**src/logic/reflex_pkg.sv**
```systemverilog
package reflex_pkg;

    ////////////////////////////////////////////////////////////////////////////
    // basic words
    ////////////////////////////////////////////////////////////////////////////

    // currents, gains and spike counts
    typedef logic [31:0] word_t;

    // one host wire endpoint
    typedef logic [15:0] half_word_t;

    // host trigger endpoint bits
    typedef logic [15:0] trig_t;

    ////////////////////////////////////////////////////////////////////////////
    // bundles
    ////////////////////////////////////////////////////////////////////////////

    // host wire words, low half before high half in each pair
    typedef struct packed {
        half_word_t wire_01;
        half_word_t wire_02;
        half_word_t wire_05;
        half_word_t wire_06;
        half_word_t wire_07;
        half_word_t wire_08;
    } host_wires_t;

    // host loaded reflex parameters
    typedef struct packed {
        word_t gain_sn_mn;
        word_t gain_cn_mn;
        word_t gain_cn2_mn;
        word_t gain_sn_cn;
        word_t m1_cn_drive;
        word_t m1_cn2_drive;
    } reflex_params_t;

    // one cycle spike pulses from the external neuron pools
    typedef struct packed {
        logic sn_ia;
        logic sn_ii;
        logic cn;
        logic cn2;
        logic mn;
    } spike_set_t;

    // latched drive currents into the neuron pools
    typedef struct packed {
        word_t drive_cn;
        word_t drive_cn2;
        word_t drive_mn;
    } drive_set_t;

    // windowed spike totals
    typedef struct packed {
        word_t count_sn_ia;
        word_t count_mn;
    } spike_counts_t;

    // trigger bit positions on the host trigger endpoint
    localparam int unsigned TRIG_GAIN_CN_MN  = 3;
    localparam int unsigned TRIG_GAIN_SN_MN  = 6;
    localparam int unsigned TRIG_GAIN_CN2_MN = 9;
    localparam int unsigned TRIG_M1_DRIVE    = 10;
    localparam int unsigned TRIG_GAIN_SN_CN  = 12;

    // values loaded by reset_sim
    localparam word_t DEFAULT_GAIN     = 32'd1;
    localparam word_t DEFAULT_M1_DRIVE = 32'd0;

endpackage
```
**src/logic/synapse_current.sv**
```systemverilog
`timescale 1ns/1ps

module synapse_current
    import reflex_pkg::*;
#(
    // current added per presynaptic spike
    parameter word_t       EPSC_STEP   = 32'd1024,
    // decay of 2^-DECAY_SHIFT per cycle
    parameter int unsigned DECAY_SHIFT = 3
)
(
    input  logic  i_clk,
    input  logic  i_rst,
    input  logic  i_spike,
    input  word_t i_gain,
    output word_t o_current
);

    ////////////////////////////////////////////////////////////////////////////
    // postsynaptic current
    ////////////////////////////////////////////////////////////////////////////

    // unscaled current register
    word_t current_q;

    // next state pieces
    word_t decay_amt;
    word_t epsc_add;
    word_t current_d;

    // exponential leak by shift
    assign decay_amt = current_q >> DECAY_SHIFT;

    // fixed step per spike
    assign epsc_add = i_spike ? EPSC_STEP : '0;

    assign current_d = current_q - decay_amt + epsc_add;

    always_ff @(posedge i_clk or posedge i_rst)
    begin
        if (i_rst)
        begin
            current_q <= '0;
        end
        else
        begin
            current_q <= current_d;
        end
    end

    ////////////////////////////////////////////////////////////////////////////
    // gain scaling
    ////////////////////////////////////////////////////////////////////////////

    // unsigned multiply
    // only the low 32 bits of the product are kept
    assign o_current = current_q * i_gain;

endmodule

```
**config.mk**
```make
export PLATFORM = sky130hd
export DESIGN_NAME = synapse_current
export DESIGN_NICKNAME = d
export VERILOG_FILES = /design/src/logic/reflex_pkg.sv /design/src/logic/synapse_current.sv
export SDC_FILE = /design/constraint.sdc
export NUM_CORES = 1
export LEC_CHECK = 0
export BUFFER_PORTS_ARGS = -buffer_cell sky130_fd_sc_hd__clkbuf_2
export CORE_ASPECT_RATIO = 0.5
export CORE_MARGIN = 2
export CORE_UTILIZATION = 56
export CTS_CLUSTER_SIZE = 24
export DETAILED_ROUTE_END_ITERATION = 7
export HOLD_SLACK_MARGIN = 0.02
export PLACE_DENSITY = 0.73
export SETUP_SLACK_MARGIN = 0.02
export SKIP_CTS_REPAIR_TIMING = 1
export SLEW_MARGIN = 20
export SYNTH_ARGS = -nofsm -noshare
export SYNTH_HDL_FRONTEND = slang
export SYNTH_SLANG_ARGS = --single-unit
```
**constraint.sdc**
```tcl
create_clock -name i_clk -period 28.8 [get_ports i_clk]
set_input_delay 4.32 -clock i_clk [delete_from_list [all_inputs] [get_ports i_clk]]
set_output_delay 4.32 -clock i_clk [all_outputs]
set_load 0.005 [all_outputs]
```
==> impl_metrics.json <==
{
  "final.setup_skew_ps": 4.83,
  "clk_pin_slew_ps": 60,
  "antenna_found_initial": 1,
  "cts_tree": "yes",
  "clk_latency_ps": 290,
  "hp-start": "current_q[31]$_DFF_PP0_",
  "rows": 46,
  "syn2layout_area_growth_pct": 4.36,
  "hold_class": "flip-flop to flip-flop",
  "grt.total_usage_pct": 28.0,
  "htree_levels": 2,
  "setup-violations-final": 0,
  "drive_gt1_share_pct": 4.95,
  "relSlewSlack_pct": 41.1,
  "synth_fp_nets": 2667,
  "die-area_sq_um": 34500,
  "run_status": "finished, final reports clean",
  "setup.worst_path.class": "input port to output pin",
  "syn_inst": 2041,
  "cts_made_buffers": 5,
  "remaining_drc_errors": 0,
  "grt_pass1_vias": 14493,
  "syn_avg_cell_area_sq_um": 9.04,
  "use_met1_pct": 41.5,
  "synth.most_common_cell": "inv_1",
  "detail_route.wl_per_cell_um": 18.0,
  "gp_congestion": 0.935,
  "nets": 2665,
  "start_kind": "input port",
  "yosys-top-cells-area": "fa_1, ha_1, and2_1, inv_1, nand2_1",
  "cap_violations": 0,
  "synth_edf_count": 0,
  "vias": 13554,
  "startpoint": "i_gain[5]",
  "wirelength_um": 44400,
  "synth_ff_type": "dfrtp_1",
  "overflow": 0,
  "worstMarginPinSlew_ps": 884,
  "grt_setup_unrepaired": "false",
  "regMostFlops": "current_q",
  "via_per_inst": 5.48,
  "syn_area_sq_um": 18500,
  "yosys_warnings": 0,
  "drv_slew": 0,
  "ys_async_sr_fraction_pct": 100,
  "reg2reg_from": "current_q[3]$_DFF_PP0_",
  "cts_sinks": 32,
  "grt_pass1_wl_um": 76200,
  "drt-initial-drc-count": 960,
  "use_met3_pct": 4.13,
  "critPathRequiredTime_ps": 24480,
  "synth.distinct_cells": 56,
  "cts_root_buf": "clkbuf_16",
  "arrival_ps": 11710,
  "ios": 67,
  "ys_seq_elements": 32,
  "grt_max_degree": 33,
  "crit_fanout": 27,
  "antenna_left": 0,
  "synth_top_area_cell": "fa_1",
  "period_minus_slack_ps": 16030,
  "ctsLongestPathBuffers": 2,
  "busiest_layer": "met2",
  "grt_use_met2_pct": 44.5,
  "start_util_pct": 57.6,
  "core_sq_um": 32100,
  "max_freq_ghz": 0.0624,
  "die_y_um": 132,
  "top_regs": "current_q x32",
  "die_w_um": 261,
  "hpwlAfterDp_um": 35700,
  "min_period_over_period_pct": 55.7,
  "setup_tns_ps": 0,
  "synth_commonest_cells": "inv_1, fa_1, and2_1",
  "dr.pass1.iters": 5,
  "io_buffers": 66,
  "yosysSeqAreaShare_pct": 4.34,
  "hold_viol": 0,
  "largest_reg_flops": 32,
  "end_kind": "output pin",
  "synth_top_area_share_pct": 44.5
}
==> final cells by class <==
class	count	area, sq um
Antenna cell	1	2.50
Clock buffer	6	139
Clock inverter	2	10.0
Fill cell	2746	12800
Inverter	437	1640
Multi-Input combinational cell	1479	15700
Sequential cell	32	801
Tap cell	432	541
Timing Repair Buffer	84	465
==> final timing paths <==
path	endpoint	cells past startpoint	slack, ps
min in group asynchronous	current_q[5]$_DFF_PP0_	3	4110
max reg2reg	current_q[27]$_DFF_PP0_	13	24610
min reg2reg	current_q[31]$_DFF_PP0_	3	810
max	o_current[31]	22	12770
max in group asynchronous	current_q[15]$_DFF_PP0_	3	24360
min	current_q[31]$_DFF_PP0_	3	810
==> logic make-up (layout without fill, tap and decap cells) <==
family          count (synthesis)  after routing  share of synthesized area [%]
mux                             3              3                          0.163
fa+ha+maj                     591            591                           56.7
compound gates                139            139                           5.24
buf+inv                       530            529                           10.8
flops                          32             32                           4.34
simple gates                  637            637                           17.5
xor+xnor                      109            109                           5.17
other cells                     0              1                              0
==> cell usage in the layout (no fill, tap or decap), types with 10 or more instances in the layout <==
| cell type | synthesis | routed |
|---|---|---|
| inv_1 | 437 | 437 |
| fa_1 | 410 | 410 |
| and2_1 | 288 | 288 |
| nand2_1 | 264 | 264 |
| ha_1 | 181 | 181 |
| xnor2_1 | 85 | 85 |
| clkbuf_2 | 0 | 66 |
| a21oi_1 | 45 | 45 |
| nor2_1 | 33 | 33 |
| dfrtp_1 | 32 | 32 |
| xor2_1 | 24 | 24 |
| buf_4 | 1 | 18 |
| o21bai_1 | 13 | 13 |
| nand3_1 | 11 | 11 |
| o21a_1 | 10 | 10 |
| a21o_1 | 10 | 10 |
==> metrics by stage <==
step | std cells | cell area, sq um | util [%] | hold WS, ps | setup slack (ps)
after floorplan | 2041 | 18500 | - | 551 | 13770
after global placement | 2464 | 19100 | 59.6 | 771 | 12960
after CTS | 2472 | 19300 | 60.1 | 799 | 12870
after detailed placement | 2464 | 19100 | 59.6 | 789 | 12880
final | 2473 | 19300 | 60.1 | 811 | 12770
after global routing | 2473 | 19300 | 60.1 | 853 | 12430
==> critical path: stages <==
cell and delay (ps):
clkbuf_2 350, and2_1 320, fa_1 560, fa_1 440
fa_1 510, inv_1 50, fa_1 480, inv_1 60
fa_1 480, fa_1 570, fa_1 430, fa_1 440
ha_1 350, a2111oi_0 420, o21ai_1 140, a221o_1 350
a211oi_1 590, o21ai_1 150, nor2_1 250, a21oi_1 140
xnor2_1 160, clkbuf_2 140
==> metal layers <==
metal	vias up	share of wire, %
met5	-	0
met4	0	1.9
met3	52	8.3
met2	503	45
met1	6938	45
li1	6061	-
Power is left out: the tool's default activity adds up to more than one toggle a clock period on the data nets, which glitch-free logic cannot reach.
