--- config.mk ---
export PLATFORM = sky130hd
export DESIGN_NAME = param_bank
export DESIGN_NICKNAME = d
export VERILOG_FILES = /design/src/logic/reflex_pkg.sv /design/src/logic/param_bank.sv
export SDC_FILE = /design/constraint.sdc
export NUM_CORES = 1
export LEC_CHECK = 0
export BUFFER_PORTS_ARGS = -buffer_cell sky130_fd_sc_hd__buf_2
export CAP_MARGIN = 20
export CELL_PAD_IN_SITES_DETAIL_PLACEMENT = 1
export CELL_PAD_IN_SITES_GLOBAL_PLACEMENT = 1
export CORE_MARGIN = 10
export CORE_UTILIZATION = 42
export CTS_CLUSTER_SIZE = 28
export DETAILED_ROUTE_END_ITERATION = 8
export GPL_TIMING_DRIVEN = 0
export PLACE_DENSITY = 0.91
export SYNTH_ARGS = -nofsm -noshare
export SYNTH_HDL_FRONTEND = slang
export SYNTH_SLANG_ARGS = --single-unit
--- constraint.sdc ---
create_clock -name i_clk -period 13.7 [get_ports i_clk]
set_clock_uncertainty 0.2 [all_clocks]
set_input_delay 3.425 -clock i_clk [delete_from_list [all_inputs] [get_ports i_clk]]
set_output_delay 3.425 -clock i_clk [all_outputs]
set_load 0.05 [all_outputs]
--- src/logic/reflex_pkg.sv ---
package reflex_pkg;

    ////////////////////////////////////////////////////////////////////////////
    // basic words
    ////////////////////////////////////////////////////////////////////////////

    // currents, gains and spike counts
    typedef logic [31:0] word_t;

    // one host wire endpoint
    typedef logic [15:0] half_word_t;

    // host trigger endpoint bits
    typedef logic [15:0] trig_t;

    ////////////////////////////////////////////////////////////////////////////
    // bundles
    ////////////////////////////////////////////////////////////////////////////

    // host wire words, low half before high half in each pair
    typedef struct packed {
        half_word_t wire_01;
        half_word_t wire_02;
        half_word_t wire_05;
        half_word_t wire_06;
        half_word_t wire_07;
        half_word_t wire_08;
    } host_wires_t;

    // host loaded reflex parameters
    typedef struct packed {
        word_t gain_sn_mn;
        word_t gain_cn_mn;
        word_t gain_cn2_mn;
        word_t gain_sn_cn;
        word_t m1_cn_drive;
        word_t m1_cn2_drive;
    } reflex_params_t;

    // one cycle spike pulses from the external neuron pools
    typedef struct packed {
        logic sn_ia;
        logic sn_ii;
        logic cn;
        logic cn2;
        logic mn;
    } spike_set_t;

    // latched drive currents into the neuron pools
    typedef struct packed {
        word_t drive_cn;
        word_t drive_cn2;
        word_t drive_mn;
    } drive_set_t;

    // windowed spike totals
    typedef struct packed {
        word_t count_sn_ia;
        word_t count_mn;
    } spike_counts_t;

    // trigger bit positions on the host trigger endpoint
    localparam int unsigned TRIG_GAIN_CN_MN  = 3;
    localparam int unsigned TRIG_GAIN_SN_MN  = 6;
    localparam int unsigned TRIG_GAIN_CN2_MN = 9;
    localparam int unsigned TRIG_M1_DRIVE    = 10;
    localparam int unsigned TRIG_GAIN_SN_CN  = 12;

    // values loaded by reset_sim
    localparam word_t DEFAULT_GAIN     = 32'd1;
    localparam word_t DEFAULT_M1_DRIVE = 32'd0;

endpackage
--- src/logic/param_bank.sv ---
`timescale 1ns/1ps

module param_bank
    import reflex_pkg::*;
(
    input  logic           i_clk,
    input  logic           i_rst,
    input  trig_t          i_trig,
    input  host_wires_t    i_wires,
    output reflex_params_t o_params
);

    ////////////////////////////////////////////////////////////////////////////
    // wire pairs
    ////////////////////////////////////////////////////////////////////////////

    // single word load from wire 02 and 01
    word_t single_word;

    // motor cortex drives from wires 05 to 08
    word_t m1_cn_word;
    word_t m1_cn2_word;

    // parameter registers
    reflex_params_t params_q;

    // high half on the even wire
    assign single_word = {i_wires.wire_02, i_wires.wire_01};
    assign m1_cn_word  = {i_wires.wire_06, i_wires.wire_05};
    assign m1_cn2_word = {i_wires.wire_08, i_wires.wire_07};

    ////////////////////////////////////////////////////////////////////////////
    // trigger loads
    ////////////////////////////////////////////////////////////////////////////

    // each trigger bit is a level enable on this clock
    // unused trigger bits fall through with no effect
    always_ff @(posedge i_clk or posedge i_rst)
    begin
        if (i_rst)
        begin
            // unity gains
            params_q.gain_sn_mn   <= DEFAULT_GAIN;
            params_q.gain_cn_mn   <= DEFAULT_GAIN;
            params_q.gain_cn2_mn  <= DEFAULT_GAIN;
            params_q.gain_sn_cn   <= DEFAULT_GAIN;
            // no voluntary drive
            params_q.m1_cn_drive  <= DEFAULT_M1_DRIVE;
            params_q.m1_cn2_drive <= DEFAULT_M1_DRIVE;
        end
        else
        begin
            // cortical synapse gain onto mn
            if (i_trig[TRIG_GAIN_CN_MN])
            begin
                params_q.gain_cn_mn <= single_word;
            end
            // sensory synapse gain onto mn
            if (i_trig[TRIG_GAIN_SN_MN])
            begin
                params_q.gain_sn_mn <= single_word;
            end
            // second cortical pool onto mn
            if (i_trig[TRIG_GAIN_CN2_MN])
            begin
                params_q.gain_cn2_mn <= single_word;
            end
            // both m1 drives load together
            if (i_trig[TRIG_M1_DRIVE])
            begin
                params_q.m1_cn_drive  <= m1_cn_word;
                params_q.m1_cn2_drive <= m1_cn2_word;
            end
            // sensory gain into both cortical pools
            if (i_trig[TRIG_GAIN_SN_CN])
            begin
                params_q.gain_sn_cn <= single_word;
            end
        end
    end

    // new value visible the cycle after its trigger
    assign o_params = params_q;

endmodule

==> metrics.md <==
| Metric | Value |
|---|---|
| Internal | 1.022 mW |
| Initial antenna violation count | 2 |
| Initial drt markers | 120 |
| FF+latch count, synth | approximately 190 |
| Switching portion of total power | 0.3484 |
| Share of flip-flops with an asynchronous set or reset | 1.000 |
| Final Slew Violations | 0 |
| Worst Setup End Kind | output port |
| Hold-fix buffers, CTS | 0 |
| Clk Latency, worst-skew pair | around 410 ps |
| Root buffer cell | clkbuf_16 |
| Sink Count | 192 |
| Post-CTS Resized | 0 |
| Yosys cell types | 7 |
| DR vias | 4,694 |
| Dpl hpwl | 17,790 um |
| Fillers | 1,769 |
| Io pins | 306 |
| CTS tree | yes |
| I/O Buffers | 289 |
| Critical path, cell by cell | buf_2 |
| Die width | between 150 and 200 um |
| Most common cell in the netlist | dfrtp_1 |
| Post-synth top flop | dfrtp_1 |
| Synth top area share | 0.6210 |
| Final Setup Violations | 0 |
| Std-Cell Rows | 49 |
| Max reg flops | 192 |
| Syn avg cell area | 18.57 um2 |
| Post-synthesis sequential area ratio | 0.6348 |
| Status | finished, final reports clean |
| Fin area | 9927 um2 |
| Buffers and inverters on the worst path | 1 |
| Seq pwr share | 0.420 |
| CTS buffer count | 17 |
| Peak VDD IR | 84.76 uV |
| Syn Std Cell Area | 7576 um2 |
| Pin count of the biggest net entering global routing | 107 |
| CP max-delay cell | dfstp_2 |
| Hold Vio Cnt, Final | 0 |
| Flop2flop setup slack | around 13,000 ps |
| CP arrival | 1230 ps |
| Met3 Use GR | 0.09124 |
| Crit start category | flip-flop |
| RSZ-0062 raised after global routing | no |
| Clk pwr share | 0.316 |
| First-pass GRT wire length | between 30,000 and 40,000 um |
| Rel. slew slack | 0.5905 |
| Worst-case clock buffer depth | 2 |
| Tot GR Track Use | 0.1941 |
| Worst path max stage delay | about 540 ps |
| Core footprint | 17,840 um2 |
| Leakage power | 4.927 nW |
| Post-Syn Instances | about 410 |
| Final Wtd Congestion | 0.7991 |
| CP Launch Point | o_params[64] |
| Setup TNS | 0 ps |
| Post-DR vias/cell | a little under 5 |
| Max Clk Rate | 0.2062 GHz |
| Worst slew pin tran | 614.2 ps |
| Final min period | about 4900 ps |
| CTS clock-pin slew for the worst setup and hold paths | around 70 ps |
| Total setup buffers inserted after CTS | 0 |
| Vias in the first global route | roughly 5.8k |
| Post-synth EDFFs | 0 |
| Area contributors post-synth | dfrtp_1 (62%), mux2_2 (17%), mux2_4 (15%), buf_6 (2.5%), buf_12 (1.6%) |
| Post-synth top cells | dfrtp_1 (188), mux2_2 (115), mux2_4 (77) |
| Grt met2 use | 0.3382 |
| WL final | 23,230 um |
| Max-cap viol count | 0 |
| Die H | roughly 150 um |
| Worst path top cell family by delay | flip-flops |
| CP max FO | 2 |
| Synth Warn # | 0 |
| Power per cell area | approximately 160 nW/um2 |
| Global route total overflow | 0 |
| Post-route ant nets | 0 |
| Tcrit/Tclk final | 0.3541 |
| DR pass1 iterations | 4 |
| Wire length per cell | between 20 and 25 um |
| H-Tree Level Count | 4 |
| P&R area growth vs syn | 31.03% |
| Hold path start | o_params[149] |
| Critical path required time | 10,070 ps |
| Min-Delay Path Class | reg -> reg |
| Final nets | roughly 830 |
| Area leader, netlist | dfrtp_1 |
| Net Count, Synth | 522 |
| Post-DP Area | 9344 um2 |
| Net Switching | 0.5464 mW |
| DIE AREA | 23,810 um2 |
| Worst Setup Path Type | reg -> out |
| Drt drc | 0 |
| Logic pwr share | 0.264 |
| Starting density of the core | 0.4246 |
| GRT busiest layer | met2 |
| Met1 global-route usage | 0.2034 |
| Share of cells above drive strength 1 | 0.7384 |
| RR Startpoint | o_params[1] |
power groups by stage:
stage	Clock, mW	Sequential [mW]	Combinational (mW)
global placement	0	0.663	0.407
CTS	0.508	0.659	0.421
finish	0.495	0.659	0.414
detailed placement	0	0.668	0.419
global route	0.530	0.666	0.433
floorplan	0	0.866	0.0995
layer usage:
| metal | part of all wire | routed length [um] |
|---|---|---|
| met1 | 0.37 | 8599 |
| met2 | 0.51 | 11920 |
| met3 | 0.097 | 2257 |
| met4 | 0.019 | 452 |
| met5 | 0.00030 | 7 |
placed cells by master (no fill, tap or decap), drive strengths merged:
cell type	count
bufinv	2
clkinvlp	1
mux2	192
diode	1
dfrtp	188
inv	3
clkinv	6
clkbuf	21
buf	313
dfstp	4
layout make-up:
| cell class | count | area (um2) | area share |
|---|---|---|---|
| multi-input cells | 192 | 2451 | 0.2469 |
| well taps | 229 | 286.5 | 0.02886 |
| plain buffers | 23 | 311.5 | 0.03138 |
| clock inverters | 11 | 130.1 | 0.01311 |
| repair buffers | 290 | 1474 | 0.1485 |
| inverters | 1 | 11.26 | 0.001134 |
| diodes | 1 | 2.502 | 0.0002521 |
| clock buffers | 21 | 450.4 | 0.04537 |
| flip-flops and latches | 192 | 4810 | 0.4845 |
cell families after synthesis:
logic type,synth area share
DFF,0.6348
buffers and inverters,0.04162
muxes,0.3235
path summary, 6_finish.rpt:
path / endpoint / cells past startpoint
max reg2reg: o_params[1] / 1
max in group asynchronous: o_params[89] / 3
max: o_params[64] / 1
min reg2reg: o_params[149] / 1
min in group asynchronous: o_params[61] / 2
min: o_params[149] / 1
metrics by stage:
stage                     hold slack [ps]    util  std cells  power [mW]  worst slack (ps)
after floorplan                     526.7       -        408      0.9656              4854
after detailed placement            289.4  0.5237        927       1.088              8995
after CTS                           307.2  0.5563        959       1.588              8826
after global routing                324.2  0.5564        960       1.629              8810
final                               303.4  0.5564        960       1.568              8849
after global placement              285.6  0.5218        926       1.070              3332
Power figures use the tool's default switching activity.
