<file path="src/logic/reflex_pkg.sv">
package reflex_pkg;

    ////////////////////////////////////////////////////////////////////////////
    // basic words
    ////////////////////////////////////////////////////////////////////////////

    // currents, gains and spike counts
    typedef logic [31:0] word_t;

    // one host wire endpoint
    typedef logic [15:0] half_word_t;

    // host trigger endpoint bits
    typedef logic [15:0] trig_t;

    ////////////////////////////////////////////////////////////////////////////
    // bundles
    ////////////////////////////////////////////////////////////////////////////

    // host wire words, low half before high half in each pair
    typedef struct packed {
        half_word_t wire_01;
        half_word_t wire_02;
        half_word_t wire_05;
        half_word_t wire_06;
        half_word_t wire_07;
        half_word_t wire_08;
    } host_wires_t;

    // host loaded reflex parameters
    typedef struct packed {
        word_t gain_sn_mn;
        word_t gain_cn_mn;
        word_t gain_cn2_mn;
        word_t gain_sn_cn;
        word_t m1_cn_drive;
        word_t m1_cn2_drive;
    } reflex_params_t;

    // one cycle spike pulses from the external neuron pools
    typedef struct packed {
        logic sn_ia;
        logic sn_ii;
        logic cn;
        logic cn2;
        logic mn;
    } spike_set_t;

    // latched drive currents into the neuron pools
    typedef struct packed {
        word_t drive_cn;
        word_t drive_cn2;
        word_t drive_mn;
    } drive_set_t;

    // windowed spike totals
    typedef struct packed {
        word_t count_sn_ia;
        word_t count_mn;
    } spike_counts_t;

    // trigger bit positions on the host trigger endpoint
    localparam int unsigned TRIG_GAIN_CN_MN  = 3;
    localparam int unsigned TRIG_GAIN_SN_MN  = 6;
    localparam int unsigned TRIG_GAIN_CN2_MN = 9;
    localparam int unsigned TRIG_M1_DRIVE    = 10;
    localparam int unsigned TRIG_GAIN_SN_CN  = 12;

    // values loaded by reset_sim
    localparam word_t DEFAULT_GAIN     = 32'd1;
    localparam word_t DEFAULT_M1_DRIVE = 32'd0;

endpackage
</file>
<file path="src/logic/spike_window_counter.sv">
`timescale 1ns/1ps

module spike_window_counter
    import reflex_pkg::*;
#(
    // window length in clock cycles
    parameter int unsigned COUNT_WINDOW = 16
)
(
    input  logic  i_clk,
    input  logic  i_rst,
    input  logic  i_spike,
    output word_t o_count
);

    // cycle counter width, at least one bit
    localparam int unsigned CW = (COUNT_WINDOW > 1) ? $clog2(COUNT_WINDOW) : 1;
    localparam logic [CW-1:0] LAST_CYCLE = CW'(COUNT_WINDOW - 1);

    // position inside the window
    logic [CW-1:0] cycle_q;

    // spikes so far in this window
    word_t acc_q;

    // held total of the last full window
    word_t count_q;

    // running total including this cycle
    word_t acc_next;

    assign acc_next = acc_q + word_t'(i_spike);

    always_ff @(posedge i_clk or posedge i_rst)
    begin
        if (i_rst)
        begin
            cycle_q <= '0;
            acc_q   <= '0;
            count_q <= '0;
        end
        else if (cycle_q == LAST_CYCLE)
        begin
            // window closes
            // publish and restart
            cycle_q <= '0;
            acc_q   <= '0;
            count_q <= acc_next;
        end
        else
        begin
            cycle_q <= cycle_q + 1'b1;
            acc_q   <= acc_next;
        end
    end

    assign o_count = count_q;

endmodule

</file>
<file path="config.mk">
export PLATFORM = sky130hd
export DESIGN_NAME = spike_window_counter
export DESIGN_NICKNAME = d
export VERILOG_FILES = /design/src/logic/reflex_pkg.sv /design/src/logic/spike_window_counter.sv
export SDC_FILE = /design/constraint.sdc
export NUM_CORES = 1
export LEC_CHECK = 0
export ABC_AREA = 1
export CAP_MARGIN = 20
export CORE_AREA = 2 2 87 105
export DETAILED_ROUTE_END_ITERATION = 12
export DIE_AREA = 0 0 89 107
export DONT_BUFFER_PORTS = 1
export PLACE_DENSITY = 0.64
export SLEW_MARGIN = 10
export SYNTH_ARGS = -nofsm -noshare
export SYNTH_HDL_FRONTEND = slang
export SYNTH_SLANG_ARGS = --single-unit
</file>
<file path="constraint.sdc">
create_clock -name i_clk -period 6.4 [get_ports i_clk]
set_input_delay 1.28 -clock i_clk [delete_from_list [all_inputs] [get_ports i_clk]]
set_output_delay 1.28 -clock i_clk [all_outputs]
set_load 0.02 [all_outputs]
</file>
==> results.ini, run 1 <==
[floorplanning]
die_y_um=107
core_area_um2=8518
die_area_um2=9523
io_pins=35
die_w_um=89
rows=37
start_util_pct=38.88

[drt]
vias=2468
avgRoutedWirePerCell_um=12.21
vias_per_cell=4.587
dr.pass1.iters=4
drt_iter0_drc=135
wl_um=6569
postRouteAntennaNets=0
drc=0

[power_and_ir_drop]
p_switching_uw=201.5
powerDensity_nw_per_um2=228.1
p_total_uw=824.7
power_frac_clock_pct=40.2
seqPwrFrac_pct=57.1
switching_share_pct=24.44
leakage_uw=0.001831
ir_drop_uv=95.31
power_frac_comb_pct=2.7
intPower_uw=623.2

[worst_setup_path]
crit_slowest_cell=ha_1
critPathLaunchType=primary input
path_common_cell=ha_1
crit_chain=ha_1, ha_1, nand2_2, nor2_4, nand2_4, nor2_8, nand3_1, nand2_1, nor2_1
crit_buf_inv=0
max_stage_delay_ps=190
cp.required_ps=6620
crit_path_end_kind=register
r2r_start=cycle_q[0]
rr_worst_depth=6
crit_type=primary input to register
r2r_end=acc_q[15]
crit_family=simple AND/OR/NAND/NOR gates
cp_max_fo=5
crit_arrival_ps=2430
r2r_slack_ps=4350

[timing]
drv_slew=0
slew_headroom_pct=43.30
finalSetupViolCount=0
rsz0062_at_grt=no
fin_ws_ps=4182
skew_ps=7.962
finalSetupTns_ps=0
max_freq_ghz=0.4509
min_period_over_period_pct=34.65
min_period_ps=2218
hold_violations=0
hold_slack_ps=495.3
tightest_slew_ps=850.5

[logic_synthesis]
yosysWarnings=0
ys_seq_area_share_pct=51.38
avgSynthCellArea_um2=8.039
synth_cell_types=24
syn_area_um2=3312
syn_inst=412
syn_nets=419
ys_ff_latch=68

[clock_network]
cts_root_buf=clkbuf_8
cts_buffers=9
insertion_delay_ps=360
cts_buffer_depth=2
ctsResizeCount=0
htreeDepth=3
clk_pin_slew_worst_paths_ps=60
clkSinkCount=68
post-cts-setup-buffers=0
holdBufCountCts=0
cts_tree=yes

[finish]
drive_gt1_share_pct=8.789
syn_to_final_growth_pct=9.180
antennaDiodeCount=0
nets=423
final_util_pct=42.45

[outcome]
status=finished clean

[grt]
grt_pass1_vias=2489
antenna_found_initial=0
grt_overflow=0
grt_max_degree=69
gr-usage-all-layers_pct=16.12
grt_pass1_wl_um=11630

[min_path]
hold_end=cycle_q[3]
min_path_cells=1
hp-start=cycle_q[3]
hp-class=register to register

[run]
drv_cap=0

[placement]
place_hpwl_um=4572
port-buffer-count=0
routabilityCongestion=0.8585
dp_slack_ps=3806

[state kept, by name, indices dropped and copies added (netlist names)]
| signal | count |
|---|---|
| o_count | 32 |
| cycle_q | 4 |
| acc_q | 32 |
[power groups by stage]
stage | Clock (µW) | Sequential (µW) | Combinational [µW]
finish | 331 | 471 | 22.0
global route | 359 | 473 | 26.9
CTS | 341 | 472 | 23.1
detailed placement | 0 | 480 | 23.2
global placement | 0 | 479 | 22.3
floorplan | 0 | 477 | 18.0
[cells in the final DEF (no fill, tap or decap), drive strengths merged]
| master | n |
|---|---|
| nor2 | 63 |
| xor2 | 11 |
| xnor2 | 5 |
| dfrtp | 68 |
| nand3b | 4 |
| inv | 36 |
| clkbuf | 15 |
| ha | 4 |
| o21ai | 9 |
| and2 | 4 |
| clkinv | 1 |
| buf | 2 |
| or2 | 1 |
| nand3 | 20 |
| a21oi | 8 |
| nand2 | 170 |
[per-stage QoR]
step	instances	instance area, µm²
finish	538	3616
global route	538	3616
CTS	538	3616
detailed placement	522	3435
global placement	522	3435
floorplan	412	3312
[per-layer routing]
metal | global-route usage, % | part of all wire, % | routed length, µm
met1 | 19.98 | 45 | 2977
met2 | 24.52 | 47 | 3092
met3 | 4.542 | 4.7 | 309
met4 | 9.915 | 2.9 | 189
met5 | 0 | 0 | 0
[logic make-up after synthesis]
logic type | synth area share (%)
XOR/XNOR | 4.911
adder cells (fa/ha/maj) | 1.511
AND/OR/NAND/NOR | 34.38
AO/OA/AOI/OAI | 2.569
flip-flops | 51.38
buffers and inverters | 5.251
[layout make-up]
cell class	instances	area [µm²]
multi-input cells	299	1436
well taps	117	146.4
clock buffers	15	176.4
clock inverters	1	5.005
repair buffers	2	15.01
fillers	897	4902
inverters	36	135.1
flip-flops and latches	68	1702
[worst max path at each step]
| stage | slack [ps] | to | depth (start not counted) | startpoint |
|---|---|---|---|---|
| 3_5_place_dp | 3810 | o_count[24] | 11 | i_spike |
| 3_3_place_gp | 3840 | o_count[22] | 9 | i_spike |
| 2_1_floorplan | 3410 | acc_q[0] | 1 | i_rst |
| 4_1_cts | 4190 | o_count[30] | 9 | i_spike |
| 6_report | 4180 | acc_q[30] | 9 | i_spike |
| 5_1_grt | 4030 | o_count[26] | 11 | i_spike |
[Yosys cell counts, drive strengths merged]
| cell | n | area (µm²) |
|---|---|---|
| nand3 | 20 | 100.1 |
| inv | 36 | 135.1 |
| dfrtp | 68 | 1702 |
| xnor2 | 5 | 43.79 |
| clkbuf | 5 | 18.77 |
| xor2 | 11 | 118.9 |
| or2 | 1 | 6.260 |
| a21oi | 8 | 40.04 |
| nand3b | 4 | 30.03 |
| ha | 4 | 50.05 |
| buf | 4 | 20.02 |
| and2 | 4 | 25.02 |
| o21ai | 9 | 45.04 |
| nor2 | 63 | 324.1 |
| nand2 | 170 | 653.1 |
(Power assumes the default switching activity.)
==> inputs of run 2 (changes only) <==
--- a/config.mk
+++ b/config.mk
@@ -11,7 +11,7 @@
 export DETAILED_ROUTE_END_ITERATION = 12
 export DIE_AREA = 0 0 89 107
 export DONT_BUFFER_PORTS = 1
-export PLACE_DENSITY = 0.64
+export PLACE_DENSITY = 0.66
 export SLEW_MARGIN = 10
 export SYNTH_ARGS = -nofsm -noshare
 export SYNTH_HDL_FRONTEND = slang
==> constraint.sdc (replaced) <==
create_clock -name i_clk -period 2 [get_ports i_clk]
set_input_delay 0.4 -clock i_clk [delete_from_list [all_inputs] [get_ports i_clk]]
set_output_delay 0.4 -clock i_clk [all_outputs]
set_load 0.02 [all_outputs]
==> run 2 against run 1 <==
  * Via count fell by 3.2%
  * Highest routed layer unchanged
  * Critical path depth shrank 4
  * Global-route usage fell by 0.41 points
  * Sequential power rose to 3.2 times the previous value
  * Cell count increased by 0.19%
  * Clock power rose to 3.1 times the previous value
  * Register-to-register slack got worse by 4000 ps
  * Clock-buffer cell count fell by 2
  * Clock skew grew 2.8 ps
  * Total power grew to 3.2 times the previous value
  * Combinational power rose to 3.4 times the previous value
  * Flip-flop and latch count stayed put
==> results.ini, run 2 (same netlist as run 1, synthesis figures left out) <==
[outcome]
status=finished clean

[power_and_ir_drop]
switching_share_pct=24.63  ; +0.20 points
power_frac_clock_pct=39.3  ; -0.9 points
powerDensity_nw_per_um2=716.1  ; +210%
power_frac_comb_pct=2.8  ; about the same
intPower_uw=1964  ; +220%
seqPwrFrac_pct=57.9  ; +0.8 points
leakage_uw=0.001833  ; +0.10%
p_switching_uw=641.8  ; +220%
ir_drop_uv=323.0  ; +240%

[drt]
drt_iter0_drc=90  ; -33%
postRouteAntennaNets=0  ; unchanged
wl_um=6675  ; +1.6%
vias=2390  ; -3.2%
drc=0  ; unchanged
routed.top_layer=met4
avgRoutedWirePerCell_um=12.38  ; +1.4%
dr.pass1.iters=4  ; unchanged
vias_per_cell=4.434  ; -3.3%
dr_wl_met3_um=345  ; +12%
wl_met1_um=3012  ; +1.2%
met2_length_um=3188  ; +3.1%

[clock_network]
insertion_delay_ps=350  ; about the same
clk_pin_slew_worst_paths_ps=70  ; about the same
cts_tree=yes
holdBufCountCts=0  ; unchanged
cts_buffer_depth=2  ; unchanged
clkSinkCount=68  ; unchanged
cts_root_buf=clkbuf_8
htreeDepth=3  ; unchanged
post-cts-setup-buffers=0  ; unchanged
ctsResizeCount=0  ; unchanged
cts_buffers=9  ; unchanged

[worst_setup_path]
crit_arrival_ps=1880  ; -550 ps
crit_path_end_kind=register
critPathLaunchType=register
startpoint=cycle_q[0]
crit_type=register to register
max_stage_delay_ps=510  ; +320 ps
r2r_end=o_count[8]
crit_family=buffers and inverters
cp.required_ps=2200  ; -4420 ps
crit_buf_inv=1  ; +1
cp-endpoint=o_count[8]
path_depth=5  ; -4
r2r_start=cycle_q[0]
rr_worst_depth=5  ; -1
r2r_slack_ps=320  ; -4030 ps
crit_chain=ha_1, nand2_1, nor2_4, inv_2, o21ai_0
crit_slowest_cell=inv_2
cp_max_fo=45  ; +40

[timing]
skew_ps=10.74  ; +2.777 ps
drv_slew=0  ; unchanged
min_period_ps=1681
rsz0062_at_grt=no
slew_headroom_pct=53.05  ; +9.7 points
fin_ws_ps=319.1  ; -3863 ps
max_freq_ghz=0.5949
finalSetupViolCount=0  ; unchanged
hold_slack_ps=21.33  ; -474.0 ps
tightest_slew_ps=703.3  ; -147.2 ps
finalSetupTns_ps=0  ; unchanged
hold_violations=0  ; unchanged
min_period_over_period_pct=84.05

[floorplanning]
die_w_um=89  ; unchanged
rows=37  ; unchanged
start_util_pct=38.88  ; unchanged
die_area_um2=9523  ; unchanged
core_area_um2=8518  ; unchanged
die_y_um=107  ; unchanged
io_pins=35  ; unchanged

[finish]
nets=424  ; +0.24%
drive_gt1_share_pct=9.242  ; +0.45 points
instances_no_fill=539  ; +0.19%
layout_commonest_cell=nand2_1
stdcell_area_um2=3638  ; +0.62%
syn_to_final_growth_pct=9.860
antennaDiodeCount=0  ; unchanged
layout_common_cells=nand2_1 (166), dfrtp_1 (68), nor2_1 (51)

[grt]
gr-usage-all-layers_pct=15.71  ; -0.41 points
grt_max_degree=69  ; unchanged
grt_pass1_vias=2362  ; -5.1%
antenna_found_initial=0  ; unchanged
grt_pass1_wl_um=11320  ; -2.7%
grt_overflow=0  ; unchanged

[placement]
placed_area_um2=3458  ; +0.69%
dp_cells=523  ; +0.19%
dp_slack_ps=271.1  ; -3535 ps
routabilityCongestion=0.8418  ; -1.9%
place_hpwl_um=4810  ; +5.2%
port-buffer-count=0  ; unchanged

[min_path]
hp-class=primary input to async pin

[run]
drv_cap=0  ; unchanged

[run 2: changes by cell type in the layout (fill, tap and decap cells not counted), sizes merged]
cell	before	now
clkbuf	15	13
clkinvlp	0	2
buf	2	3
clkinv	1	2
inv	36	35
[run 2: power by group through the flow]
stage	Clock [µW]	Combinational, µW	Sequential (µW)
2_1_floorplan	0	58.1	1530
3_3_place_gp	0	75.3	1530
3_5_place_dp	0	78.1	1540
4_1_cts	1060	78.0	1510
5_1_grt	1120	93.9	1510
6_report	1020	73.9	1510
[run 2: routing by layer]
metal  vias to the layer above  global-route usage (%)
met1                      1084                   19.81
met3                         9                   4.927
met4                         0                   6.823
met2                        36                   24.63
met5                         -                       0
li1                       1261                       -
[run 2: through the flow]
step	util [%]	power [µW]
after CTS	42.71	2651
after detailed placement	40.60	1613
after global placement	40.60	1610
final	42.71	2606
after floorplan	-	1585
after global routing	42.71	2724
[run 2: layout make-up]
class,instances,area (µm²)
Tap cell,117,146.4
Fill cell,913,4880
Timing Repair Buffer,3,35.03
Multi-Input combinational cell,299,1436
Inverter,36,138.9
Clock inverter,3,21.27
Sequential cell,68,1702
Clock buffer,13,158.9
[run 2: how the worst min path moves through the flow]
stage	startpoint	end	slack, ps	cells after the start
final	i_rst	acc_q[8]	20	2
after global routing	i_rst	o_count[7]	30	2
after detailed placement	i_rst	o_count[7]	400	2
after floorplan	cycle_q[3]	cycle_q[3]	460	1
after CTS	i_rst	o_count[7]	20	2
after global placement	i_rst	o_count[8]	400	2
