--- src/logic/reflex_pkg.sv ---
package reflex_pkg;

    ////////////////////////////////////////////////////////////////////////////
    // basic words
    ////////////////////////////////////////////////////////////////////////////

    // currents, gains and spike counts
    typedef logic [31:0] word_t;

    // one host wire endpoint
    typedef logic [15:0] half_word_t;

    // host trigger endpoint bits
    typedef logic [15:0] trig_t;

    ////////////////////////////////////////////////////////////////////////////
    // bundles
    ////////////////////////////////////////////////////////////////////////////

    // host wire words, low half before high half in each pair
    typedef struct packed {
        half_word_t wire_01;
        half_word_t wire_02;
        half_word_t wire_05;
        half_word_t wire_06;
        half_word_t wire_07;
        half_word_t wire_08;
    } host_wires_t;

    // host loaded reflex parameters
    typedef struct packed {
        word_t gain_sn_mn;
        word_t gain_cn_mn;
        word_t gain_cn2_mn;
        word_t gain_sn_cn;
        word_t m1_cn_drive;
        word_t m1_cn2_drive;
    } reflex_params_t;

    // one cycle spike pulses from the external neuron pools
    typedef struct packed {
        logic sn_ia;
        logic sn_ii;
        logic cn;
        logic cn2;
        logic mn;
    } spike_set_t;

    // latched drive currents into the neuron pools
    typedef struct packed {
        word_t drive_cn;
        word_t drive_cn2;
        word_t drive_mn;
    } drive_set_t;

    // windowed spike totals
    typedef struct packed {
        word_t count_sn_ia;
        word_t count_mn;
    } spike_counts_t;

    // trigger bit positions on the host trigger endpoint
    localparam int unsigned TRIG_GAIN_CN_MN  = 3;
    localparam int unsigned TRIG_GAIN_SN_MN  = 6;
    localparam int unsigned TRIG_GAIN_CN2_MN = 9;
    localparam int unsigned TRIG_M1_DRIVE    = 10;
    localparam int unsigned TRIG_GAIN_SN_CN  = 12;

    // values loaded by reset_sim
    localparam word_t DEFAULT_GAIN     = 32'd1;
    localparam word_t DEFAULT_M1_DRIVE = 32'd0;

endpackage
--- src/logic/drive_mixer.sv ---
`timescale 1ns/1ps

module drive_mixer
    import reflex_pkg::*;
(
    input  logic           i_clk,
    input  logic           i_rst,
    // sensory ia onto mn
    input  word_t          i_syn_sn_mn,
    // sensory ii onto mn
    input  word_t          i_syn_sn2_mn,
    // cortical pools onto mn
    input  word_t          i_syn_cn_mn,
    input  word_t          i_syn_cn2_mn,
    // sensory onto both cortical pools
    input  word_t          i_syn_sn_cn,
    input  reflex_params_t i_params,
    output drive_set_t     o_drives
);

    ////////////////////////////////////////////////////////////////////////////
    // current sums
    ////////////////////////////////////////////////////////////////////////////

    // unlatched sums
    word_t sum_mn;
    word_t sum_cn;
    word_t sum_cn2;

    // latched drives
    drive_set_t drives_q;

    // spinal and transcortical paths meet at the mn
    // all sums wrap at 32 bits
    assign sum_mn = i_syn_sn_mn + i_syn_sn2_mn + i_syn_cn_mn + i_syn_cn2_mn;

    // one shared sensory current feeds both cortical pools
    // voluntary command added on top
    assign sum_cn  = i_syn_sn_cn + i_params.m1_cn_drive;
    assign sum_cn2 = i_syn_sn_cn + i_params.m1_cn2_drive;

    ////////////////////////////////////////////////////////////////////////////
    // latch
    ////////////////////////////////////////////////////////////////////////////

    // one register stage after the synapse current
    // spike at edge n shows here at edge n+2
    always_ff @(posedge i_clk or posedge i_rst)
    begin
        if (i_rst)
        begin
            drives_q.drive_cn  <= '0;
            drives_q.drive_cn2 <= '0;
            drives_q.drive_mn  <= '0;
        end
        else
        begin
            drives_q.drive_cn  <= sum_cn;
            drives_q.drive_cn2 <= sum_cn2;
            drives_q.drive_mn  <= sum_mn;
        end
    end

    assign o_drives = drives_q;

endmodule

--- config.mk ---
export PLATFORM = sky130hd
export DESIGN_NAME = drive_mixer
export DESIGN_NICKNAME = d
export VERILOG_FILES = /design/src/logic/reflex_pkg.sv /design/src/logic/drive_mixer.sv
export SDC_FILE = /design/constraint.sdc
export NUM_CORES = 1
export LEC_CHECK = 0
export ABC_AREA = 1
export BUFFER_PORTS_ARGS = -buffer_cell sky130_fd_sc_hd__buf_2
export CAP_MARGIN = 20
export CORE_ASPECT_RATIO = 0.75
export CORE_MARGIN = 2
export CORE_UTILIZATION = 33
export CTS_BUF_LIST = sky130_fd_sc_hd__clkbuf_2
export CTS_CLUSTER_DIAMETER = 120
export CTS_CLUSTER_SIZE = 28
export DETAILED_ROUTE_END_ITERATION = 12
export GPL_TIMING_DRIVEN = 0
export SYNTH_ARGS = -nofsm -noshare
export SYNTH_HDL_FRONTEND = slang
export SYNTH_SLANG_ARGS = --single-unit
--- constraint.sdc ---
create_clock -name i_clk -period 2.88 [get_ports i_clk]
set_input_delay 0.288 -clock i_clk [delete_from_list [all_inputs] [get_ports i_clk]]
set_output_delay 0.288 -clock i_clk [all_outputs]
set_load 0.01 [all_outputs]
==> flow_metrics.tcl, run 1 <==
set metrics [dict create \
    synth_simple_gate_area_share_pct 32.3 \
    fp-row-count 58 \
    hold_viol 0 \
    syn_inst 1824 \
    status "finished, final reports clean" \
    power.density_mw_per_mm2 483 \
    fin_hold_ws_ns 0.0712 \
    instances_no_fill 2691 \
    nets 2744 \
    clockBufferDepth 2 \
    numCtsBuffers 9 \
    final_max_slew_viol_count 0 \
    postSynthAreaPerCell_um2 6.20 \
    synth_xor_xnor_area_share_pct 3.87 \
    finalPower_mw 6.96 \
    use_met3_pct 4.41 \
    cts_resized 0 \
    synth_top_cell_by_area "nand2_1" \
    wirelength_mm 35.6 \
    arrival_ns 3.20 \
    io_buffers 321 \
    largest_reg_flops 96 \
    drive_above_1_share_pct 16.1 \
    dieArea_mm2 0.0358 \
    critPathLaunchType "primary input" \
    drt_pass1_iterations 5 \
    grt_pass1_wl_mm 56.0 \
    fmax_mhz 385 \
    grt_pass1_vias 11100 \
    tightest_slew_ns 0.509 \
    cts_tree "done" \
    mappedNetlistArea_mm2 0.0113 \
    synth_top_family_by_area "simple AND/OR/NAND/NOR gates" \
    grtUsageTotal_pct 20.3 \
    p_leak_nw 9.45 \
    synth_commonest_cells "nand2_1 (704), inv_1 (526), nor2_1 (115)" \
    synth-adder-area-share_pct 21.6 \
    dr.first_iter.drc_count 648 \
    dpl_worst_slack_ns -0.358 \
    wl_per_cell_um 13.2 \
    yosysWarnings 0 \
    use_met1_pct 28.3 \
    io_pins 450 \
    yosysSeqAreaShare_pct 21.2 \
    synth_nets 2335 \
    synth_compound_area_share_pct 3.56 \
    top_usage_layer "met2" \
    ys_types 21 \
    hpwlAfterDp_mm 31.0 \
    avgViaCountPerCell 4.34 \
    synth_top_area_share_pct 23.4 \
    hold_path.class "primary input to flip-flop" \
    fp.dieH_um 164 \
    maxCapViolations 0 \
    cts_sinks 96 \
    relSlewSlack_pct 66.1 \
    synth_edf_count 0 \
    muxShareOfSynthArea_pct 0 \
    clock-root-buffer "clkbuf_2" \
    finalCritPeriodShare_pct 90.1 \
    antenna_found_initial 3 \
    vdd_drop_max_mv 0.217 \
    setup_ws_ns 0.284 \
    clk_pin_slew_ns 0.31 \
    cp-end-kind "flip-flop" \
    place.gp.congestion 0.942 \
    grt_max_degree 59 \
    ant_nets 0 \
    netlist_top_cells_area "nand2_1 (23%), dfrtp_1 (21%), inv_1 (17%), fa_1 (11%), ha_1 (10%)" \
    crit_fanout 3 \
    synth.most_common_cell "nand2_1" \
    initial_core_util_pct 33.6 \
    grt_overflow 0 \
    crit_type "primary input to flip-flop" \
    areaGrowthSynthToFinish_pct 27.4 \
    vias 11700 \
    use_met2_pct 30.8 \
    setup_violations 0 \
    coreArea_mm2 0.0337 \
    rsz0062_at_grt "false" \
    post-route-drc-count 0 \
    dpl.cell_count 2596 \
    fp.dieW_um 218 \
    cp.required_ns 3.48 \
    postSynth.asyncResetShare_pct 100 \
    htreeDepth 3 \
    synthFlopType "dfrtp_1" \
    fillCellCount 3610 \
    ys_ff_latch 96 \
    post-route-min-period_ns 2.60 \
]
-- critical path: stages --
cell and delay (ns):
dlygate4sd3_1 0.54, buf_2 0.13, fa_1 0.47, ha_1 0.26, fa_1 0.51, nand3_1 0.12, nand3_1 0.17, nand3_1 0.13
nand3_1 0.22, nand2_1 0.17, nand2_1 0.07, nand2_1 0.06, nand2_1 0.06
-- repair_timing --
action | in CTS | in global routing
setup endpoints to repair | 0 | 0
hold buffers | 76 | 0
hold endpoints to repair | 145 | 0
buffers inserted | 0 | 0
-- path summary, 6_finish.rpt --
kind	startpoint	endpoint	slack [ns]	cells past startpoint
worst max-delay path	i_syn_cn2_mn[1]	o_drives[29]	0.28	13
worst min-delay path	i_params[25]	o_drives[57]	0.07	5
max in group asynchronous	i_rst	o_drives[52]	2.06	4
min in group asynchronous	i_rst	o_drives[82]	0.10	3
-- cells by family after synthesis --
logic type      Yosys count
simple gates            923
buf+inv                 526
fa+ha+maj               157
flops                    96
compound gates           72
xor+xnor                 50
-- area by class of cell --
type / count / area [um^2] / share of cell area (%)
multi-input cells: 1202 / 6940 / 48.1
repair buffers: 398 / 2390 / 16.6
flip-flops and latches: 96 / 2400 / 16.7
well taps: 450 / 563 / 3.91
clock buffers: 9 / 45.0 / 0.313
inverters: 526 / 1980 / 13.7
clock inverters: 7 / 85.1 / 0.590
diodes: 3 / 7.51 / 0.0521
-- cell usage in the layout (no fill, tap or decap), types with 2 or more instances in the layout --
| cell | synthesis | final |
|---|---|---|
| nand2_1 | 704 | 704 |
| diode_2 | 0 | 3 |
| dfrtp_1 | 96 | 96 |
| dlygate4sd3_1 | 0 | 76 |
| o21bai_1 | 7 | 7 |
| inv_1 | 526 | 525 |
| nand3_2 | 6 | 6 |
| a21oi_1 | 57 | 57 |
| nand3_1 | 68 | 68 |
| nand2_2 | 12 | 12 |
| a21o_1 | 5 | 5 |
| xnor2_1 | 7 | 7 |
| nor2_1 | 115 | 115 |
| nand4_1 | 4 | 4 |
| o21bai_2 | 2 | 2 |
| fa_1 | 64 | 64 |
| xor2_1 | 43 | 43 |
| clkbuf_2 | 0 | 9 |
| inv_6 | 0 | 4 |
| buf_2 | 0 | 321 |
| nor3_1 | 11 | 11 |
| ha_1 | 93 | 93 |
-- metal layers --
metal | wire, um | share of wire (%) | vias up
li1 | - | - | 6080
met1 | 17300 | 49 | 5198
met2 | 14700 | 41 | 344
met3 | 2480 | 7.0 | 48
met4 | 1140 | 3.2 | 0
met5 | 0 | 0 | -
-- power by group --
group / internal, mW / switching, mW / total, mW
Combinational: 1.58 / 2.71 / 4.29
Sequential: 1.74 / 0.122 / 1.87
Clock: 0.225 / 0.581 / 0.806
-- metrics by stage --
step	utilization (%)	TNS, ns	instance area, um^2
3_3_place_gp	40.0	-138.17	13500
2_1_floorplan	-	0	11300
6_report	42.8	0	14400
3_5_place_dp	40.1	-2.35	13500
4_1_cts	42.8	0	14400
5_1_grt	42.8	0	14400
Power figures use the tool's default switching activity.
==> run 2, diff against run 1 <==
- BUFFER_PORTS_ARGS: -buffer_cell sky130_fd_sc_hd__buf_2 -> -buffer_cell sky130_fd_sc_hd__clkbuf_2
==> run 2 against run 1 <==
- first-iteration DRC count up 19%
- largest cell class unchanged
- worst setup slack improved by 0.0072 ns
- design area fell by 0.94%
- sequential power barely moved
- non-clock buffer count fell by 13
- via count shrank 1.2%
- wire length shrank 0.71%
==> flow_metrics.tcl, run 2 (synthesis results as in run 1) <==
set metrics [dict create \
    layout_common_cells "nand2_1 (704), inv_1 (525), clkbuf_2 (330)" \
    final_max_slew_viol_count 0 \
    dpl_worst_slack_ns -0.335 \
    dr.first_iter.drc_count 769 \
    critPathMaxStageDelay_ns 0.53 \
    fp-row-count 58 \
    grtUsageTotal_pct 20.2 \
    areaGrowthSynthToFinish_pct 26.2 \
    grt_pass1_vias 11000 \
    hpwlAfterDp_mm 30.8 \
    layout_commonest_cell "nand2_1" \
    htreeDepth 3 \
    setup_violations 0 \
    io_buffers 321 \
    place.gp.congestion 0.937 \
    vias 11500 \
    cp-end-kind "flip-flop" \
    initial_core_util_pct 33.6 \
    coreArea_mm2 0.0337 \
    dieArea_mm2 0.0358 \
    drt_pass1_iterations 5 \
    crit_chain "dlygate4sd3_1, clkbuf_2, fa_1, ha_1, fa_1, nand3_1, nand3_1, nand3_1, nand3_1, nand2_1, nand2_1, nand2_1, nand2_1" \
    cts_post_setup_buffers_inserted 0 \
    fp.dieH_um 164 \
    dpl.cell_count 2596 \
    finalCritPeriodShare_pct 89.9 \
    holdPathStages 4 \
    status "finished, final reports clean" \
    finalPower_mw 6.94 \
    grt_pass1_wl_mm 56.1 \
    critPathLaunchType "primary input" \
    fillCellCount 3562 \
    wl_per_cell_um 13.2 \
    cts_sinks 96 \
    tns_ns 0 \
    holdBufCountCts 63 \
    cts_tree "done" \
    crit_family "adder cells" \
    grt_overflow 0 \
    power.density_mw_per_mm2 486 \
    cp.required_ns 3.48 \
    hold_path.class "primary input to flip-flop" \
    fp.dieW_um 218 \
    fmax_mhz 386 \
    critPathSlowestCell "dlygate4sd3_1" \
    setup_ws_ns 0.291 \
    min_to "o_drives[61]" \
    instances_no_fill 2677 \
    maxCapViolations 0 \
    crit_fanout 3 \
    grt_max_degree 59 \
    avgViaCountPerCell 4.31 \
    arrival_ns 3.19 \
    tightest_slew_ns 0.525 \
    crit_type "primary input to flip-flop" \
    wirelength_mm 35.4 \
    clk_pin_slew_ns 0.31 \
    post-route-min-period_ns 2.59 \
    antenna_found_initial 2 \
    drive_above_1_share_pct 16.2 \
    relSlewSlack_pct 65.0 \
    postLayoutCoreUtil_pct 42.4 \
    critical_path_buf_inv_count 2 \
    hold_viol 0 \
    p_leak_nw 9.45 \
    nets 2731 \
    post-route-drc-count 0 \
    hp-start "i_params[29]" \
    clock-root-buffer "clkbuf_2" \
    clockBufferDepth 2 \
    numCtsBuffers 9 \
    io_pins 450 \
    ant_nets 0 \
    vdd_drop_max_mv 0.218 \
    cts_resized 0 \
    largest_reg_flops 96 \
    rsz0062_at_grt "false" \
]
## run 2: changes by cell type in the layout (fill, tap and decap cells not counted)
cell,previous run,this run
buf_2,321,0
clkbuf_2,9,330
dlygate4sd3_1,76,63
diode_2,3,2
inv_6,4,5
inv_8,1,0
## run 2: worst max path at each step
stage / end / depth (start not counted) / slack, ns / from
2_1_floorplan: o_drives[0] / 1 / 0.09 / i_rst
3_3_place_gp: o_drives[54] / 2 / -1.44 / i_rst
3_5_place_dp: o_drives[21] / 13 / -0.33 / i_syn_sn_mn[1]
4_1_cts: o_drives[21] / 13 / 0.44 / i_syn_cn2_mn[1]
5_1_grt: o_drives[29] / 13 / 0.25 / i_syn_cn2_mn[1]
6_report: o_drives[21] / 13 / 0.29 / i_syn_cn2_mn[1]
## run 2: power by group
group,internal [mW],switching [mW]
sequential,1.75,0.135
clock,0.222,0.581
combinational,1.55,2.70
## run 2: area by class of cell
class	count	area (um^2)	area share, %
diodes	2	5.00	0.0351
clock buffers	9	45.0	0.315
clock inverters	7	82.6	0.578
inverters	526	1980	13.8
multi-input cells	1202	6940	48.6
flip-flops and latches	96	2400	16.8
well taps	450	563	3.94
repair buffers	385	2260	15.9
## run 2: per-stage QoR
| step | cell area (um^2) | hold slack (ns) |
|---|---|---|
| finish | 14300 | 0.0812 |
| global route | 14300 | 0.00933 |
| CTS | 14300 | 0.00138 |
| detailed placement | 13500 | 0.360 |
| global placement | 13500 | 0.515 |
| floorplan | 11300 | 0.415 |
## run 2: layer usage
metal | global-route usage (%) | up-vias | share of wire (%) | routed length (um)
li1 | - | 6040 | - | -
met1 | 28.9 | 5077 | 49 | 17400
met2 | 31.4 | 369 | 42 | 14800
met3 | 3.57 | 41 | 6.6 | 2330
met4 | 5.60 | 0 | 2.5 | 875
met5 | 0 | - | 0 | 0
==> run 3, diff against run 2 <==
- MAX_ROUTING_LAYER: default -> met4
==> run 3 against run 2 <==
- design area did not move
- highest routed layer unchanged
- largest power group unchanged
- sequential power barely moved
- wire length is 1.3% higher
- critical path depth is the same
- fmax rose by 0.49%
- via count rose by 0.32%
- non-clock buffer count up 2
- combinational power about the same
- clock-buffer cell count stayed put
==> flow_metrics.tcl, run 3 (synthesis results as in run 1) <==
set metrics [dict create \
    status "finished, final reports clean" \
    drive_above_1_share_pct 16.2 \
    wirelength_mm 35.8 \
    fp.dieW_um 218 \
    setup_violations 0 \
    cp.required_ns 3.50 \
    hp-start "i_syn_sn_cn[11]" \
    dpl.cell_count 2596 \
    grt_pass1_vias 10900 \
    crit_fanout 3 \
    clk_pin_slew_ns 0.36 \
    fp-row-count 58 \
    areaGrowthSynthToFinish_pct 26.2 \
    critPathSlowestCell "dlygate4sd3_1" \
    crit_path_end "o_drives[29]" \
    rsz0062_at_grt "false" \
    coreArea_mm2 0.0337 \
    vias 11600 \
    instances_no_fill 2679 \
    nets 2733 \
    finalPower_mw 6.87 \
    cts_sinks 96 \
    critPathMaxStageDelay_ns 0.55 \
    htreeDepth 3 \
    io_buffers 321 \
    relSlewSlack_pct 64.4 \
    p_leak_nw 9.45 \
    cp-end-kind "flip-flop" \
    numCtsBuffers 9 \
    grt_overflow 0 \
    maxCapViolations 0 \
    layout_common_cells "nand2_1 (704), inv_1 (525), clkbuf_2 (330)" \
    placed_area_mm2 0.0135 \
    initial_core_util_pct 33.6 \
    post-route-min-period_ns 2.58 \
    power.density_mw_per_mm2 481 \
    hpwlAfterDp_mm 31.3 \
    vdd_drop_max_mv 0.209 \
    critPathLaunchType "primary input" \
    avgViaCountPerCell 4.32 \
    post-route-drc-count 0 \
    fin_area_mm2 0.0143 \
    holdPathStages 3 \
    fillCellCount 3663 \
    dr.first_iter.drc_count 699 \
    grt_pass1_wl_mm 56.3 \
    antenna_found_initial 2 \
    postLayoutCoreUtil_pct 42.4 \
    grtUsageTotal_pct 21.0 \
    fp.dieH_um 164 \
    dieArea_mm2 0.0358 \
    drt_pass1_iterations 5 \
    finalCritPeriodShare_pct 89.4 \
    clock-root-buffer "clkbuf_2" \
    layout_commonest_cell "nand2_1" \
    clockBufferDepth 2 \
    cts_post_setup_buffers_inserted 0 \
    arrival_ns 3.20 \
    tightest_slew_ns 0.533 \
    place.gp.congestion 0.920 \
    crit_chain "dlygate4sd3_1, clkbuf_2, fa_1, ha_1, fa_1, nand3_1, nand3_1, nand3_1, nand3_1, nand2_1, nand2_1, nand2_1, nand2_1" \
    cts_tree "done" \
    crit_type "primary input to flip-flop" \
    hold_path.class "primary input to flip-flop" \
    final_max_slew_viol_count 0 \
    ant_nets 0 \
    tns_ns 0 \
    hold_viol 0 \
    io_pins 450 \
    largest_reg_flops 96 \
    grt_max_degree 58 \
    wl_per_cell_um 13.4 \
    cp-startpoint "i_syn_cn2_mn[1]" \
    fmax_mhz 388 \
]
## run 3: cell count changes in the layout (fill, tap and decap cells not counted)
| cell | previous run | this run |
|---|---|---|
| inv_6 | 5 | 2 |
| inv_8 | 0 | 1 |
| clkinv_4 | 1 | 3 |
| dlygate4sd3_1 | 63 | 65 |
| clkinvlp_4 | 0 | 1 |
| bufinv_16 | 1 | 0 |
## run 3: layout make-up
class / instances / area (um^2) / share of cell area, %
multi-input cells: 1202 / 6940 / 48.6
flip-flops and latches: 96 / 2400 / 16.8
repair buffers: 387 / 2280 / 16.0
inverters: 526 / 1980 / 13.8
well taps: 450 / 563 / 3.94
clock inverters: 7 / 62.6 / 0.438
clock buffers: 9 / 45.0 / 0.315
diodes: 2 / 5.00 / 0.0351
## run 3: per-stage QoR
step | hold slack (ns) | setup slack [ns]
final | 0.0405 | 0.304
after global routing | 0.00401 | 0.233
after CTS | 0.000224 | 0.456
after detailed placement | 0.364 | -0.321
after global placement | 0.514 | -1.43
after floorplan | 0.415 | 0.0866
## run 3: how the worst min path moves through the flow
stage                    to  slack [ns]
4_1_cts        o_drives[42]      0.0002
6_report       o_drives[43]        0.04
2_1_floorplan  o_drives[32]        0.41
5_1_grt        o_drives[35]       0.004
3_5_place_dp    o_drives[5]        0.36
3_3_place_gp   o_drives[32]        0.51
## run 3: power by group
group          internal (mW)  switching (mW)  leakage, nW
Sequential              1.75           0.137         1.13
Combinational           1.55            2.71         8.25
Clock                  0.134           0.588       0.0650
Total                   3.43            3.44         9.45
## run 3: timing repair
action | CTS | global route
resized for setup | 0 | 0
endpoints found under the hold margin | 134 | 3
hold buffers | 62 | 3
## run 3: worst max-delay path, delay by kind of cell
family,cells,cell delay (ns)
adder cells (fa/ha/maj),3,1.24
AND/OR/NAND/NOR,8,1.00
buffers and inverters,2,0.67
## run 3: per-layer routing
metal	track usage, %	wire length [um]	vias up
met5	-	0	-
met3	3.44	2380	35
li1	-	-	6054
met2	30.8	14700	322
met1	29.9	17900	5153
met4	5.07	757	0
